$ cat src/hdl/core_pkg.sv
`default_nettype none

package core_pkg;

    localparam int XLEN = 32;

    typedef logic [XLEN-1:0] addr_t;     // pc and predicted targets
    typedef logic [31:0]     instr_t;    // raw rv32i word
    typedef logic [XLEN-1:0] imm_t;      // sign-extended immediate
    typedef logic [4:0]      reg_idx_t;  // architectural register index
    typedef logic [2:0]      funct3_t;
    typedef logic [6:0]      opcode_t;

    localparam int IFIFO_DEPTH = 4;
    localparam int IFIFO_IDX_W = $clog2(IFIFO_DEPTH);

    typedef logic [IFIFO_IDX_W:0] ififo_ptr_t; // msb is the wrap bit

    localparam opcode_t OP_OPCODE     = 7'b0110011;
    localparam opcode_t OP_IMM_OPCODE = 7'b0010011;
    localparam opcode_t LUI_OPCODE    = 7'b0110111;
    localparam opcode_t AUIPC_OPCODE  = 7'b0010111;
    localparam opcode_t BR_OPCODE     = 7'b1100011;
    localparam opcode_t JAL_OPCODE    = 7'b1101111;
    localparam opcode_t JALR_OPCODE   = 7'b1100111;
    localparam opcode_t STORE_OPCODE  = 7'b0100011;

    localparam funct3_t SUB_FUNCT3 = 3'b000; // add / sub
    localparam funct3_t SRA_FUNCT3 = 3'b101; // srl(i) / sra(i)

    function automatic imm_t i_imm(input instr_t instr);
        return {{(XLEN-12){instr[31]}}, instr[31:20]};
    endfunction

    function automatic imm_t s_imm(input instr_t instr);
        return {{(XLEN-12){instr[31]}}, instr[31:25], instr[11:7]};
    endfunction

    // branch offsets are always even
    function automatic imm_t b_imm(input instr_t instr);
        return {{(XLEN-13){instr[31]}}, instr[31], instr[7], instr[30:25],
                instr[11:8], 1'b0};
    endfunction

    function automatic imm_t u_imm(input instr_t instr);
        return {{(XLEN-32){instr[31]}}, instr[31:12], 12'b0};
    endfunction

    function automatic imm_t j_imm(input instr_t instr);
        return {{(XLEN-21){instr[31]}}, instr[31], instr[19:12], instr[20],
                instr[30:21], 1'b0};
    endfunction

endpackage

`default_nettype wire
$ cat src/hdl/dispatch_if.sv
`timescale 1ns/1ps
`default_nettype none

interface dispatch_if import core_pkg::*; ();

    logic     valid;
    logic     ready;
    addr_t    pc;
    imm_t     imm;
    reg_idx_t rs1;
    reg_idx_t rs2;
    reg_idx_t rd;
    funct3_t  funct3;
    logic     src1_valid;   // operand exists, not operand ready
    logic     src2_valid;
    logic     dst_valid;
    logic     is_r_type;
    logic     is_i_type;
    logic     is_s_type;
    logic     is_b_type;
    logic     is_u_type;
    logic     is_j_type;
    logic     is_sub;
    logic     is_sra_srai;
    logic     is_lui;       // lui vs auipc within u-type
    logic     is_jalr;      // jalr vs op-imm within i-type
    logic     is_illegal;
    logic     is_cond_br;
    logic     br_dir_pred;
    addr_t    br_target_pred;

    modport decode_side (
        output valid, pc, imm, rs1, rs2, rd, funct3,
        output src1_valid, src2_valid, dst_valid,
        output is_r_type, is_i_type, is_s_type, is_b_type, is_u_type, is_j_type,
        output is_sub, is_sra_srai, is_lui, is_jalr, is_illegal,
        output is_cond_br, br_dir_pred, br_target_pred,
        input  ready
    );

    modport top_side (
        input  valid, pc, imm, rs1, rs2, rd, funct3,
        input  src1_valid, src2_valid, dst_valid,
        input  is_r_type, is_i_type, is_s_type, is_b_type, is_u_type, is_j_type,
        input  is_sub, is_sra_srai, is_lui, is_jalr, is_illegal,
        input  is_cond_br, br_dir_pred, br_target_pred,
        output ready
    );

endinterface

`default_nettype wire

$ cat src/hdl/ififo_if.sv
`timescale 1ns/1ps
`default_nettype none

interface ififo_if import core_pkg::*; ();

    logic   valid;          // fifo not empty
    logic   ready;          // decode can take the head
    instr_t instr;
    addr_t  pc;
    logic   is_cond_br;
    logic   br_dir_pred;    // 1 = predicted taken
    addr_t  br_target_pred;

    modport fifo_side (
        output valid, instr, pc, is_cond_br, br_dir_pred, br_target_pred,
        input  ready
    );

    modport decode_side (
        input  valid, instr, pc, is_cond_br, br_dir_pred, br_target_pred,
        output ready
    );

endinterface

`default_nettype wire

$ cat src/hdl/frontend_dispatch_top.sv
`timescale 1ns/1ps
`default_nettype none

module frontend_dispatch_top import core_pkg::*; (
    input  logic     clk,
    input  logic     rst_n,
    input  logic     fetch_valid,
    output logic     fetch_ready,
    input  instr_t   fetch_instr,
    input  addr_t    fetch_pc,
    input  logic     fetch_is_cond_br,
    input  logic     fetch_br_dir_pred,
    input  addr_t    fetch_br_target_pred,
    output logic     disp_valid,
    input  logic     disp_ready,
    output addr_t    disp_pc,
    output imm_t     disp_imm,
    output reg_idx_t disp_rs1,
    output reg_idx_t disp_rs2,
    output reg_idx_t disp_rd,
    output funct3_t  disp_funct3,
    output logic     disp_src1_valid,
    output logic     disp_src2_valid,
    output logic     disp_dst_valid,
    output logic     disp_is_r_type,
    output logic     disp_is_i_type,
    output logic     disp_is_s_type,
    output logic     disp_is_b_type,
    output logic     disp_is_u_type,
    output logic     disp_is_j_type,
    output logic     disp_is_sub,
    output logic     disp_is_sra_srai,
    output logic     disp_is_lui,
    output logic     disp_is_jalr,
    output logic     disp_is_illegal,
    output logic     disp_is_cond_br,
    output logic     disp_br_dir_pred,
    output addr_t    disp_br_target_pred
);

    ififo_if    ififo_bus ();   // fifo head to decode
    dispatch_if disp_bus ();    // decode register to dispatch ports

    ififo u_ififo (
        .clk                 (clk),
        .rst_n               (rst_n),
        .push_valid          (fetch_valid),
        .push_ready          (fetch_ready),
        .push_instr          (fetch_instr),
        .push_pc             (fetch_pc),
        .push_is_cond_br     (fetch_is_cond_br),
        .push_br_dir_pred    (fetch_br_dir_pred),
        .push_br_target_pred (fetch_br_target_pred),
        .deq                 (ififo_bus.fifo_side)
    );

    decode u_decode (
        .clk   (clk),
        .rst_n (rst_n),
        .enq   (ififo_bus.decode_side),
        .disp  (disp_bus.decode_side)
    );

    assign disp_bus.ready      = disp_ready;
    assign disp_valid          = disp_bus.valid;
    assign disp_pc             = disp_bus.pc;
    assign disp_imm            = disp_bus.imm;
    assign disp_rs1            = disp_bus.rs1;
    assign disp_rs2            = disp_bus.rs2;
    assign disp_rd             = disp_bus.rd;
    assign disp_funct3         = disp_bus.funct3;
    assign disp_src1_valid     = disp_bus.src1_valid;
    assign disp_src2_valid     = disp_bus.src2_valid;
    assign disp_dst_valid      = disp_bus.dst_valid;
    assign disp_is_r_type      = disp_bus.is_r_type;
    assign disp_is_i_type      = disp_bus.is_i_type;
    assign disp_is_s_type      = disp_bus.is_s_type;
    assign disp_is_b_type      = disp_bus.is_b_type;
    assign disp_is_u_type      = disp_bus.is_u_type;
    assign disp_is_j_type      = disp_bus.is_j_type;
    assign disp_is_sub         = disp_bus.is_sub;
    assign disp_is_sra_srai    = disp_bus.is_sra_srai;
    assign disp_is_lui         = disp_bus.is_lui;
    assign disp_is_jalr        = disp_bus.is_jalr;
    assign disp_is_illegal     = disp_bus.is_illegal;
    assign disp_is_cond_br     = disp_bus.is_cond_br;
    assign disp_br_dir_pred    = disp_bus.br_dir_pred;
    assign disp_br_target_pred = disp_bus.br_target_pred;

endmodule

`default_nettype wire

$ cat src/hdl/decode.sv
`timescale 1ns/1ps
`default_nettype none

module decode import core_pkg::*; (
    input  logic clk,
    input  logic rst_n,
    ififo_if.decode_side    enq,
    dispatch_if.decode_side disp
);

    opcode_t opcode;
    funct3_t funct3;
    logic    bit30;     // funct7[5], picks sub and sra

    logic r_type;
    logic i_type;
    logic s_type;
    logic b_type;
    logic u_type;
    logic j_type;
    logic illegal;
    imm_t imm;
    logic load;

    assign opcode = enq.instr[6:0];
    assign funct3 = enq.instr[14:12];
    assign bit30  = enq.instr[30];

    assign r_type  = (opcode == OP_OPCODE);
    assign i_type  = (opcode == OP_IMM_OPCODE) || (opcode == JALR_OPCODE);
    assign s_type  = (opcode == STORE_OPCODE);
    assign b_type  = (opcode == BR_OPCODE);
    assign u_type  = (opcode == LUI_OPCODE) || (opcode == AUIPC_OPCODE);
    assign j_type  = (opcode == JAL_OPCODE);
    assign illegal = !(r_type || i_type || s_type || b_type || u_type || j_type);

    always_comb begin
        unique case (1'b1)
            i_type:  imm = i_imm(enq.instr);
            s_type:  imm = s_imm(enq.instr);
            b_type:  imm = b_imm(enq.instr);
            u_type:  imm = u_imm(enq.instr);
            j_type:  imm = j_imm(enq.instr);
            default: imm = '0;  // r-type and illegal
        endcase
    end

    // register takes a new record when empty or draining this cycle
    assign enq.ready = !disp.valid || disp.ready;
    assign load      = enq.valid && enq.ready;

    always_ff @(posedge clk) begin
        if (!rst_n) begin
            disp.valid <= 1'b0;
        end else if (enq.ready) begin
            disp.valid <= enq.valid;
        end
    end

    always_ff @(posedge clk) begin
        if (load) begin
            disp.pc             <= enq.pc;
            disp.imm            <= imm;
            disp.rs1            <= enq.instr[19:15];
            disp.rs2            <= enq.instr[24:20];
            disp.rd             <= enq.instr[11:7];
            disp.funct3         <= funct3;
            disp.src1_valid     <= r_type || i_type || s_type || b_type;
            disp.src2_valid     <= r_type || s_type || b_type;
            disp.dst_valid      <= r_type || i_type || u_type || j_type;
            disp.is_r_type      <= r_type;
            disp.is_i_type      <= i_type;
            disp.is_s_type      <= s_type;
            disp.is_b_type      <= b_type;
            disp.is_u_type      <= u_type;
            disp.is_j_type      <= j_type;
            disp.is_sub         <= r_type && (funct3 == SUB_FUNCT3) && bit30;
            disp.is_sra_srai    <= (opcode == OP_OPCODE || opcode == OP_IMM_OPCODE) &&
                                   (funct3 == SRA_FUNCT3) && bit30;
            disp.is_lui         <= (opcode == LUI_OPCODE);
            disp.is_jalr        <= (opcode == JALR_OPCODE);
            disp.is_illegal     <= illegal;
            disp.is_cond_br     <= enq.is_cond_br;
            disp.br_dir_pred    <= enq.br_dir_pred;
            disp.br_target_pred <= enq.br_target_pred;
        end
    end

    one_type_per_record: assert property (
        @(posedge clk) disable iff (!rst_n)
        disp.valid |-> $onehot0({disp.is_r_type, disp.is_i_type, disp.is_s_type,
                                 disp.is_b_type, disp.is_u_type, disp.is_j_type})
    );

    // a stalled record must not change under back-pressure
    record_held_while_stalled: assert property (
        @(posedge clk) disable iff (!rst_n)
        (disp.valid && !disp.ready) |=> disp.valid &&
            $stable({disp.pc, disp.imm, disp.rs1, disp.rs2, disp.rd, disp.funct3,
                     disp.src1_valid, disp.src2_valid, disp.dst_valid,
                     disp.is_r_type, disp.is_i_type, disp.is_s_type,
                     disp.is_b_type, disp.is_u_type, disp.is_j_type,
                     disp.is_sub, disp.is_sra_srai, disp.is_lui, disp.is_jalr,
                     disp.is_illegal, disp.is_cond_br, disp.br_dir_pred,
                     disp.br_target_pred})
    );

endmodule

`default_nettype wire

$ cat src/hdl/ififo.sv
`timescale 1ns/1ps
`default_nettype none

module ififo import core_pkg::*; (
    input  logic   clk,
    input  logic   rst_n,
    input  logic   push_valid,
    output logic   push_ready,
    input  instr_t push_instr,
    input  addr_t  push_pc,
    input  logic   push_is_cond_br,
    input  logic   push_br_dir_pred,
    input  addr_t  push_br_target_pred,
    ififo_if.fifo_side deq
);

    instr_t instr_mem     [IFIFO_DEPTH];
    addr_t  pc_mem        [IFIFO_DEPTH];
    logic   cond_br_mem   [IFIFO_DEPTH];
    logic   dir_pred_mem  [IFIFO_DEPTH];
    addr_t  tgt_pred_mem  [IFIFO_DEPTH];

    ififo_ptr_t wr_ptr;
    ififo_ptr_t rd_ptr;
    logic       full;
    logic       empty;
    logic       push;
    logic       pop;

    logic [IFIFO_IDX_W-1:0] wr_idx;
    logic [IFIFO_IDX_W-1:0] rd_idx;

    assign wr_idx = wr_ptr[IFIFO_IDX_W-1:0];
    assign rd_idx = rd_ptr[IFIFO_IDX_W-1:0];

    // same slot, different lap means full
    assign empty = (wr_ptr == rd_ptr);
    assign full  = (wr_idx == rd_idx) && (wr_ptr[IFIFO_IDX_W] != rd_ptr[IFIFO_IDX_W]);

    assign push_ready = !full;
    assign push       = push_valid && push_ready;
    assign pop        = deq.valid && deq.ready;

    always_ff @(posedge clk) begin
        if (!rst_n) begin
            wr_ptr <= '0;
            rd_ptr <= '0;
        end else begin
            if (push) begin
                wr_ptr <= wr_ptr + 1'b1;
            end
            if (pop) begin
                rd_ptr <= rd_ptr + 1'b1;
            end
        end
    end

    always_ff @(posedge clk) begin
        if (push) begin
            instr_mem[wr_idx]    <= push_instr;
            pc_mem[wr_idx]       <= push_pc;
            cond_br_mem[wr_idx]  <= push_is_cond_br;
            dir_pred_mem[wr_idx] <= push_br_dir_pred;
            tgt_pred_mem[wr_idx] <= push_br_target_pred;
        end
    end

    // head entry is presented straight out of the array
    assign deq.valid          = !empty;
    assign deq.instr          = instr_mem[rd_idx];
    assign deq.pc             = pc_mem[rd_idx];
    assign deq.is_cond_br     = cond_br_mem[rd_idx];
    assign deq.br_dir_pred    = dir_pred_mem[rd_idx];
    assign deq.br_target_pred = tgt_pred_mem[rd_idx];

    wr_hold_when_full: assert property (
        @(posedge clk) disable iff (!rst_n)
        full |=> (wr_ptr == $past(wr_ptr))
    );

    rd_hold_when_empty: assert property (
        @(posedge clk) disable iff (!rst_n)
        empty |=> (rd_ptr == $past(rd_ptr))
    );

endmodule

`default_nettype wire

$ cat config.mk
export PLATFORM = sky130hd
export DESIGN_NAME = frontend_dispatch_top
export DESIGN_NICKNAME = d
export VERILOG_FILES = /design/src/hdl/core_pkg.sv /design/src/hdl/dispatch_if.sv /design/src/hdl/ififo_if.sv /design/src/hdl/frontend_dispatch_top.sv /design/src/hdl/decode.sv /design/src/hdl/ififo.sv
export SDC_FILE = /design/constraint.sdc
export NUM_CORES = 1
export LEC_CHECK = 0
export ABC_AREA = 1
export BUFFER_PORTS_ARGS = -buffer_cell sky130_fd_sc_hd__buf_2
export CORE_AREA = 2 2 193 195
export CTS_CLUSTER_SIZE = 25
export DETAILED_ROUTE_END_ITERATION = 7
export DIE_AREA = 0 0 195 197
export GPL_TIMING_DRIVEN = 0
export PLACE_DENSITY = 0.73
export SLEW_MARGIN = 20
export SYNTH_ARGS = -nofsm -noshare
export SYNTH_HDL_FRONTEND = slang
export SYNTH_SLANG_ARGS = --single-unit
$ cat constraint.sdc
create_clock -name clk -period 12.9 [get_ports clk]
set_input_delay 1.29 -clock clk [delete_from_list [all_inputs] [get_ports clk]]
set_output_delay 1.29 -clock clk [all_outputs]
set_load 0.01 [all_outputs]
Word-level counts from Yosys, hierarchy flattened
Memory sizes are Yosys's and may differ from the RTL's. A register that Yosys moved wholly into a read port is not among the register bits.
Index checks and enable logic that the tools add are counted.
- add/sub/neg operators: 2
- reduce and logical (&&, ||, !) cells: 25
- muxes and demuxes: 5
- equality and inequality tests: 12
- operators with widths (cell ; number):
    case mux 32 bit (5 select lines) ; 1
    == test 7 x 6 -> 1 bit (second input constant) ; 3
    == test 7 bit (second input constant) ; 3
    == test 7 x 5 -> 1 bit (second input constant) ; 2
    logical OR 1 bit ; 13
    logical AND 1 bit ; 7
    adder 3 x 1 -> 3 bit (second input constant) ; 2
    logical NOT 1 bit ; 4
    2-to-1 mux 2 bit ; 2
    == test 3 bit ; 1
    == test 3 bit (second input constant) ; 1
    logical NOT 3 bit ; 1
    == test 2 bit ; 1
    2-to-1 mux 1 bit ; 2
    != test 1 bit ; 1
- input port bits: 102
- memory bits (writable): 392
- memories: 5
- logic and storage cells: 71
- bits in registers: 71
- memory list (name ; words ; bits a word ; rd ports ; clocked after Yosys merged registers in ; wr ports ; line ; text):
    u_ififo.instr_mem ; 4 ; 32 ; 1 ; 1 ; 1 ; ififo.sv:17 ; instr_t instr_mem [IFIFO_DEPTH];
    u_ififo.pc_mem ; 4 ; 32 ; 1 ; 1 ; 1 ; ififo.sv:18 ; addr_t pc_mem [IFIFO_DEPTH];
    u_ififo.tgt_pred_mem ; 4 ; 32 ; 1 ; 1 ; 1 ; ififo.sv:21 ; addr_t tgt_pred_mem [IFIFO_DEPTH];
    u_ififo.cond_br_mem ; 4 ; 1 ; 1 ; 1 ; 1 ; ififo.sv:19 ; logic cond_br_mem [IFIFO_DEPTH];
    u_ififo.dir_pred_mem ; 4 ; 1 ; 1 ; 1 ; 1 ; ififo.sv:20 ; logic dir_pred_mem [IFIFO_DEPTH];

Depth between registers and ports, before layout
Gate-level depths: netlist (run 1).
- depth after elaboration: 8
- depth in mapped cells: 14

By module
From an unflattened synthesis (run 1), not the netlist that was laid out.
- cells, all modules: 1346
- area, all modules: 19804.0 µm²
- by module, submodules not included (module ; cells an instance ; instances ; area an instance (µm²)):
    ififo ; 1021 ; 1 ; 14983.1
    decode ; 325 ; 1 ; 4820.9

Worst setup path before layout (run 1)
Ideal clock, no wire load.
- path type: input-to-reg
- start: input fetch_valid
- end: memory u_ififo.cond_br_mem[3] (enable)
- cell stages on the path: 2
- setup slack: 6782 ps
- library setup time: 557 ps
- buffers on the path: 0
- arrival time: 5561 ps
- cells stage by stage: nand2_1 -> nor2_1
- word-level cells in the longest chain between the ends: 3
- ends and longest elaborated chain (element ; line ; text):
    start: declaration ; frontend_dispatch_top.sv:7 ; input logic fetch_valid,
    logical AND 1 bit ; ififo.sv:41 ; assign push = push_valid && push_ready;
    2-to-1 mux 1 bit ; ififo.sv:59 ; if (push) begin
    2-to-1 mux 1 bit (implied by the code) ; ififo.sv:62 ; cond_br_mem[wr_idx] <= push_is_cond_br;
    end: declaration ; ififo.sv:19 ;
No other way between the ends.

Worst setup path in the final report (run 1)
- start: register u_ififo.rd_ptr[0]
- end: output fetch_ready
- word-level cells in the longest chain between the ends: 3
- ends and longest elaborated chain (element ; line ; text):
    start: declaration ; ififo.sv:24 ; ififo_ptr_t rd_ptr;
    start signal: assignment ; ififo.sv:53 ; rd_ptr <= rd_ptr + 1'b1;
    == test 2 bit ; ififo.sv:38 ; assign full = (wr_idx == rd_idx) && (wr_ptr[IFIFO_IDX_W] != rd_ptr[IFIFO_IDX_W]);
    logical AND 1 bit ; ififo.sv:38 ;
    logical NOT 1 bit ; ififo.sv:40 ; assign push_ready = !full;
    end: declaration ; frontend_dispatch_top.sv:8 ; output logic fetch_ready,
No other way between the ends.

==> results of run 1 <==
==> flip-flops by register name (all words and copies together), names as in the netlist, 3 cells and up, named ones only <==
name and cells:
u_decode.disp.rd 5, u_ififo.wr_ptr 3, u_ififo.pc_mem 128, u_decode.disp.imm 32, u_ififo.tgt_pred_mem 128, u_decode.disp.rs2 5
u_decode.disp.funct3 3, u_ififo.cond_br_mem 4, u_decode.disp.br_target_pred 32, u_decode.disp.rs1 5, u_ififo.dir_pred_mem 4, u_ififo.rd_ptr 3
u_ififo.instr_mem 128, u_decode.disp.pc 32
==> where the power goes <==
part           internal (mW)  leakage (nW)  switching (mW)  total, mW
Sequential              2.34          4.97          0.0847       2.42
Clock                  0.818         0.770           0.604       1.42
Combinational          0.445          2.99            1.00       1.45
Total                   3.60          8.74            1.69       5.29
==> worst paths after layout <==
path	endpoint	slack [ps]	depth (start not counted)
min	u_decode.disp.valid	490	2
max reg2reg	u_ififo.tgt_pred_mem[3][27]	9950	9
max	fetch_ready	9820	5
min reg2reg	u_decode.disp.valid	490	2
==> cells by family after synthesis <==
kind of cell	after synthesis
DFF	531
xor gates and xnor gates	3
adders and majority gates	5
and+or+nand+nor	395
buffers and inverters	94
AOI/OAI and AO/OA	274
==> per-stage QoR <==
stage | hold WS [ps] | power (mW)
CTS | 501.0 | 5.338
floorplan | 474.6 | 3.309
global placement | 492.3 | 3.886
global route | 530.6 | 5.553
detailed placement | 491.4 | 3.910
finish | 494.3 | 5.289
==> cells in the mapped netlist, types with 2 or more instances <==
master,count
buf_4,4
nor3_1,4
o21ai_0,164
clkinv_1,2
nor2_1,179
ha_1,5
buf_6,4
nand2_4,4
nor2_4,3
dfxtp_1,9
nand2_1,135
nand3_2,16
nand2_2,14
buf_2,16
nand4_1,2
buf_1,2
xor2_1,3
a32o_1,4
nand3_1,29
o22ai_1,77
inv_1,24
a21oi_1,21
o211ai_1,2
a22oi_1,4
or2_2,6
inv_2,2
clkbuf_1,38
edfxtp_1,522
==> metal layers <==
metal,global-route usage [%],share of wire (%)
met2,38.32,50
met1,27.87,39
met3,5.886,8.4
met4,8.256,2.7
met5,0,0.14
==> worst min-delay path: cells and delay by family, from the launching register on <==
family | cells | cell delay [ps]
DFF | 1 | 310
AOI/OAI and AO/OA | 1 | 60
and+or+nand+nor | 1 | 80
==> cells in the final DEF (no fill, tap or decap), drive strengths merged <==
master	count
dfxtp	9
clkbuf	103
a21oi	21
ha	5
or2	7
nor2	183
xor2	3
clkinvlp	2
nand3	45
nor3	4
a32oi	1
a22oi	4
buf	282
nand4	2
diode	7
bufinv	4
o211ai	2
nand2	154
edfxtp	522
inv	28
o22ai	78
clkinv	23
a32o	4
o21ai	164
==> layout make-up <==
| cell class | instances | area (um2) |
|---|---|---|
| repair buffers | 255 | 1742 |
| fillers | 2547 | 12620 |
| multi-input cells | 677 | 3393 |
| diodes | 7 | 17.52 |
| well taps | 468 | 585.6 |
| flip-flops and latches | 531 | 15860 |
| clock buffers | 65 | 1350 |
| plain buffers | 65 | 325.3 |
| inverters | 29 | 123.9 |
| clock inverters | 28 | 246.5 |
==> qor.yml, run 1 <==
synth:
  synth_area_leaders: "edfxtp_1 (80%), o21ai_0 (4.2%), nor2_1 (3.4%)"
  synth_area_mm2: 0.01966
  synth-warning-count: 0
  synth-xor-area-share_pct: 0.1336
  syn_nets: 1409
  synth_top_family_by_area: "simple AND/OR/NAND/NOR gates"
  synth.area.mux_share_pct: 0
  yosysTopAreaCellShare_pct: 79.73
  syn_inst: 1302
  synth_ff_type: "edfxtp_1"
  synth-seq-cells: 531
  synth_edf_count: 522
  ys_async_sr_fraction_pct: 0
  syn_area_per_cell_um2: 15.10
  synth_compound_gate_area_share_pct: 7.739
  synth_fa_ha_area_share_pct: 0.3182
  seq_area_frac_synth_pct: 80.65
  synth_cell_types: 35
  yosys.area.top_type: "edfxtp_1"
  yosys.area_share.simple_pct: 8.916
route:
  route.antenna.remaining_nets: 0
  drcViolationCount: 0
  vias_per_cell: 5.477
  wire_per_inst_um: 20.07
  drt_pass1_iterations: 5
  drt-initial-drc-count: 972
  wl_um: 42640
  vias: 11638
sta:
  setup_tns_ps: 0
  finalCritPeriodShare_pct: 23.90
  worst_slew_pin_slew_ps: 669.7
  fin_skew_ps: 30.69
  max_slew_margin_pct: 55.25
  worst_slack_ps: 9817
  rsz0062_at_grt: "false"
  hold_viol: 0
  fmax_mhz: 324.3
  setup_viol: 0
  slew_viol_final: 0
  finalCriticalPeriod_ps: 3083
global_routing:
  grt_pass1_wl_um: 65200
  grt_max_degree: 68
  grt_antenna_before_repair: 7
  track_usage_pct: 22.46
  grt_pass1_vias: 11745
  grt.overflow.total: 0
placed_design:
  post-dp-hpwl_um: 27850
  dpl-instance-area_mm2: 0.02202
  dp_cells: 2025
  pre_cts_slack_ps: 9582
  routabilityCongestion: 0.8141
  numPortBuffers: 233
floorplanning:
  dieWidth_um: 195
  dieArea_mm2: 0.03842
  initial_core_util_pct: 54.22
  die_y_um: 197
  coreArea_mm2: 0.03626
  fp-row-count: 70
  ios: 234
clocking:
  clock_latency_ps: 590
  h-tree-depth: 2
  cts_tree: "yes"
  postCtsHoldBufs: 0
  root_buffer: "clkbuf_16"
  cts_buffers: 51
  clk_pin_slew_ps: 60
  cts.repair.resized: 0
  cts.sinks: 531
  cts_buffer_depth: 3
  post_cts_buffers: 0
worst_setup_path:
  crit_type: "reg2out"
  critPathArrivalTime_ps: 1790
  crit_chain: "buf_2 > xor2_1 > nor2_1 > nand2_1 > buf_2"
  max_stage_delay_ps: 320
  worst_ep_required_time_ps: 11610
  crit_fanout: 8
  critPathLaunch: "u_ififo.rd_ptr[0]"
  crit_path_end_kind: "output port"
  crit_family: "buffers and inverters"
  critical_path_buf_inv_count: 2
  critPathLaunchType: "flip-flop"
  cpMostUsedCell: "buf_2"
  cpMaxStageDelayCell: "dfxtp_1"
  reg2reg_from: "u_ififo.rd_ptr[0]"
worst_hold_path:
  worstHoldPathType: "reg2reg"
  hold_start: "u_decode.disp.valid"
status:
  status: "finished, final reports clean"
final_layout:
  nNetsFinal: 1717
  synthToLayoutAreaGrowth_pct: 20.24
  final_util_pct: 65.19
  instances_no_fill: 2125
  fin_area_mm2: 0.02364
  drive_gt1_share_pct: 24.24
power_and_ir_drop:
  power_density_mw_per_mm2: 223.8
  p_leak_nw: 8.737
  ir_drop_uv: 166.4
flow_run:
  maxCapViolCount: 0
Power figures use the tool's default switching activity.
==> run 2, diff against run 1 <==
- CORE_AREA: 2 2 193 195 -> 2 2 198 200
- DIE_AREA: 0 0 195 197 -> 0 0 200 202
- clock period: 12.9 -> 2.55 ns (I/O delays scaled with it)
==> run 2 against run 1 <==
Compared with the run above:
- cell count grew 7.1%
- utilization shrank 0.42 points
- power rose to 5.2 times the previous value
- combinational power increased to 5.3 times the previous value
- clock power grew to 5.3 times the previous value
- sequential cell count did not move
- via count is 4.4% higher
- sequential power rose to 5.0 times the previous value
- clock skew is 10 ps lower
- first-iteration DRC count decreased by 5.9%
- sequential share of layout area shrank 3.1 points
- largest power group unchanged
- final area up 4.9%
==> qor.yml, run 2 (same netlist as run 1, synthesis figures left out) <==
placed_design:
  routabilityCongestion: 0.8050  # was 0.8141
  dpl-instance-area_mm2: 0.02211  # was 0.02202 mm2
  dp_cells: 2077  # was 2025
  post-dp-hpwl_um: 27910  # was 27850 um
  numPortBuffers: 233  # unchanged
worst_setup_path:
  cpMostUsedCell: "buf_16"  # was buf_2
  crit_path_end_kind: "flip-flop"  # was output port
  critPathArrivalTime_ps: 2630  # was 1790 ps
  worst_ep_required_time_ps: 2830  # was 11610 ps
  critical_path_buf_inv_count: 4  # was 2
  rrSetupSlack_ps: 190  # was 9950 ps
  crit_family: "simple AND/OR/NAND/NOR gates"  # was buffers and inverters
  critPathLaunchType: "flip-flop"  # unchanged
  max_stage_delay_ps: 450  # was 320 ps
  cpMaxStageDelayCell: "nor2_4"  # was dfxtp_1
  crit_fanout: 22  # was 8
  reg2reg_from: "u_ififo.rd_ptr[0]"  # unchanged
  crit_chain: "buf_6 > xor2_1 > nor2_1 > nand2_1 > nand2_4 > nor2_4 > buf_16 > buf_16 > buf_12"  # was buf_2 > xor2_1 > nor2_1 > nand2_1 > buf_2
  crit_type: "reg2reg"  # was reg2out
  path_depth: 9  # was 5
  r2r_cells: 9  # unchanged
  reg2reg_to: "u_ififo.tgt_pred_mem[2][25]"  # was u_ififo.tgt_pred_mem[3][27]
power_and_ir_drop:
  pwr-share-comb_pct: 28.1  # was 27.4%
  internal-power_mw: 18.65  # was 3.598 mW
  switching_share_pct: 31.92  # was 31.98%
  p_sw_mw: 8.748  # was 1.691 mW
  clock_power_share_pct: 27.3  # was 26.9%
  p_leak_nw: 9.207  # was 8.737 nW
  power_density_mw_per_mm2: 1105  # was 223.8 mW/mm2
  ir_drop_uv: 892.9  # was 166.4 uV
  power_mw: 27.40  # was 5.289 mW
  seqPwrFrac_pct: 44.6  # was 45.8%
floorplanning:
  coreArea_mm2: 0.03829  # was 0.03626 mm2
  ios: 234  # unchanged
  die_y_um: 202  # was 197 um
  initial_core_util_pct: 51.35  # was 54.22%
  dieArea_mm2: 0.04040  # was 0.03842 mm2
  dieWidth_um: 200  # was 195 um
  fp-row-count: 72  # was 70
route:
  wire_per_inst_um: 19.48  # was 20.07 um
  wl_um: 44340  # was 42640 um
  wl_met1_um: 17280  # was 16460 um
  vias: 12146  # was 11.64k
  drcViolationCount: 0  # unchanged
  route.met2.wl_um: 22310  # was 21410 um
  vias_per_cell: 5.337  # was 5.477
  top_layer: "met4"  # was met5
  drt-initial-drc-count: 915  # was 972
  wl_met3_um: 3596  # was 3573 um
  route.antenna.remaining_nets: 0  # unchanged
  drt_pass1_iterations: 6  # was 5
global_routing:
  grt_antenna_before_repair: 3  # was 7
  grt_max_degree: 34  # was 68
  grt_pass1_wl_um: 67810  # was 65200 um
  track_usage_pct: 22.13  # was 22.46%
  grt.overflow.total: 0  # unchanged
  grt_pass1_vias: 12323  # was 11.75k
final_layout:
  final_common_cell: "edfxtp_1"  # unchanged
  synthToLayoutAreaGrowth_pct: 26.14  # was 20.24%
  fin_area_mm2: 0.02480  # was 0.02364 mm2
  drive_gt1_share_pct: 23.53  # was 24.24%
  multi_input_area_mm2: 0.003403  # was 0.003393 mm2
  n_fill_cell: 2675  # was 2547
  layout_common_cells: "edfxtp_1 (522), buf_2 (248), nor2_1 (175), o21ai_0 (164), nand2_1 (133)"  # was edfxtp_1 (522), buf_2 (249), nor2_1 (175), o21ai_0 (164), nand2_1 (135)
  nNetsFinal: 1823  # was 1717
  register_area_mm2: 0.01586  # about the same
  instances_no_fill: 2276  # was 2125
  largestRegisters: "u_ififo.instr_mem x128, u_ififo.pc_mem x128, u_ififo.tgt_pred_mem x128"  # unchanged
clocking:
  clock_latency_ps: 590  # about the same
  h-tree-depth: 2  # unchanged
  cts.sinks: 531  # unchanged
  root_buffer: "clkbuf_16"  # unchanged
  clk_pin_slew_ps: 60  # about the same
  cts_buffers: 52  # was 51
  cts_buffer_depth: 3  # unchanged
  cts_tree: "yes"  # unchanged
worst_hold_path:
  worstHoldPathType: "in2reg"  # was reg2reg
  hold_depth: 3  # was 2
  hold_start: "fetch_valid"  # was u_decode.disp.valid
  min_to: "u_ififo.wr_ptr[1]"  # was u_decode.disp.valid
sta:
  finalCriticalPeriod_ps: 2356
  slew_viol_final: 0  # unchanged
  max_slew_margin_pct: 49.65  # was 55.25%
  finalCritPeriodShare_pct: 92.39
  worst_slew_pin_slew_ps: 751.1  # was 669.7 ps
  fin_skew_ps: 20.74  # was 30.69 ps
  fmax_mhz: 424.5
  rsz0062_at_grt: "false"  # unchanged
  hold_viol: 0  # unchanged
  setup_viol: 0  # unchanged
status:
  status: "finished, final reports clean"  # unchanged
flow_run:
  maxCapViolCount: 0  # unchanged
## run 2: worst min-delay path: cells and delay by family
kind / cells / cell delay (ps)
AOI/OAI and AO/OA: 1 / 90
and+or+nand+nor: 1 / 160
buffers and inverters: 1 / 110
## run 2: per-stage QoR
step,setup WS [ps],hold slack (ps),setup TNS (ps),utilization [%]
2_1_floorplan,-703.4,353.9,-191730,-
3_3_place_gp,-2042,466.9,-880150,56.22
3_5_place_dp,-201.0,471.3,-6552,57.75
4_1_cts,30.29,64.69,0,64.71
5_1_grt,65.55,86.17,0,64.77
6_report,194.1,92.43,0,64.77
## run 2: worst max path at each step
stage / startpoint / to
after floorplan: u_ififo.rd_ptr[0] / u_decode.disp.br_dir_pred
after global routing: u_ififo.rd_ptr[0] / u_ififo.tgt_pred_mem[3][26]
after detailed placement: u_ififo.rd_ptr[1] / u_decode.disp.rs1[4]
after CTS: u_ififo.rd_ptr[1] / u_ififo.tgt_pred_mem[3][26]
after global placement: u_ififo.rd_ptr[1] / u_decode.disp.rs1[0]
final: u_ififo.rd_ptr[0] / u_ififo.tgt_pred_mem[2][25]
## run 2: area by class of cell
type,count,area share (%)
Antenna cell,3,0.03027
Buffer,65,1.337
Clock buffer,61,5.555
Clock inverter,32,1.135
Inverter,29,0.4843
Multi-Input combinational cell,677,13.72
Sequential cell,531,63.94
Tap cell,518,2.613
Timing Repair Buffer,359,11.16
Timing Repair inverter,1,0.02018
## run 2: routing by layer
| metal | vias up | GRT usage [%] |
|---|---|---|
| met5 | - | 0 |
| met3 | 76 | 5.173 |
| met1 | 5859 | 27.64 |
| li1 | 5673 | - |
| met4 | 0 | 7.751 |
| met2 | 538 | 37.85 |
## run 2: power by group through the flow
stage / Clock, mW / Sequential [mW] / Combinational, mW
after global placement: 0 / 12.3 / 6.61
after global routing: 7.93 / 12.4 / 8.44
after CTS: 7.57 / 12.2 / 7.67
final: 7.47 / 12.2 / 7.69
after floorplan: 0 / 13.0 / 3.60
after detailed placement: 0 / 12.4 / 7.47
## run 2: timing repair
item,in CTS,in global routing
buffers inserted,0,2
hold buffers,100,0
gates cloned,1,0
pin swaps,0,1
endpoints found under the setup margin,80,78
resized for setup,0,1
hold endpoints to repair,400,0
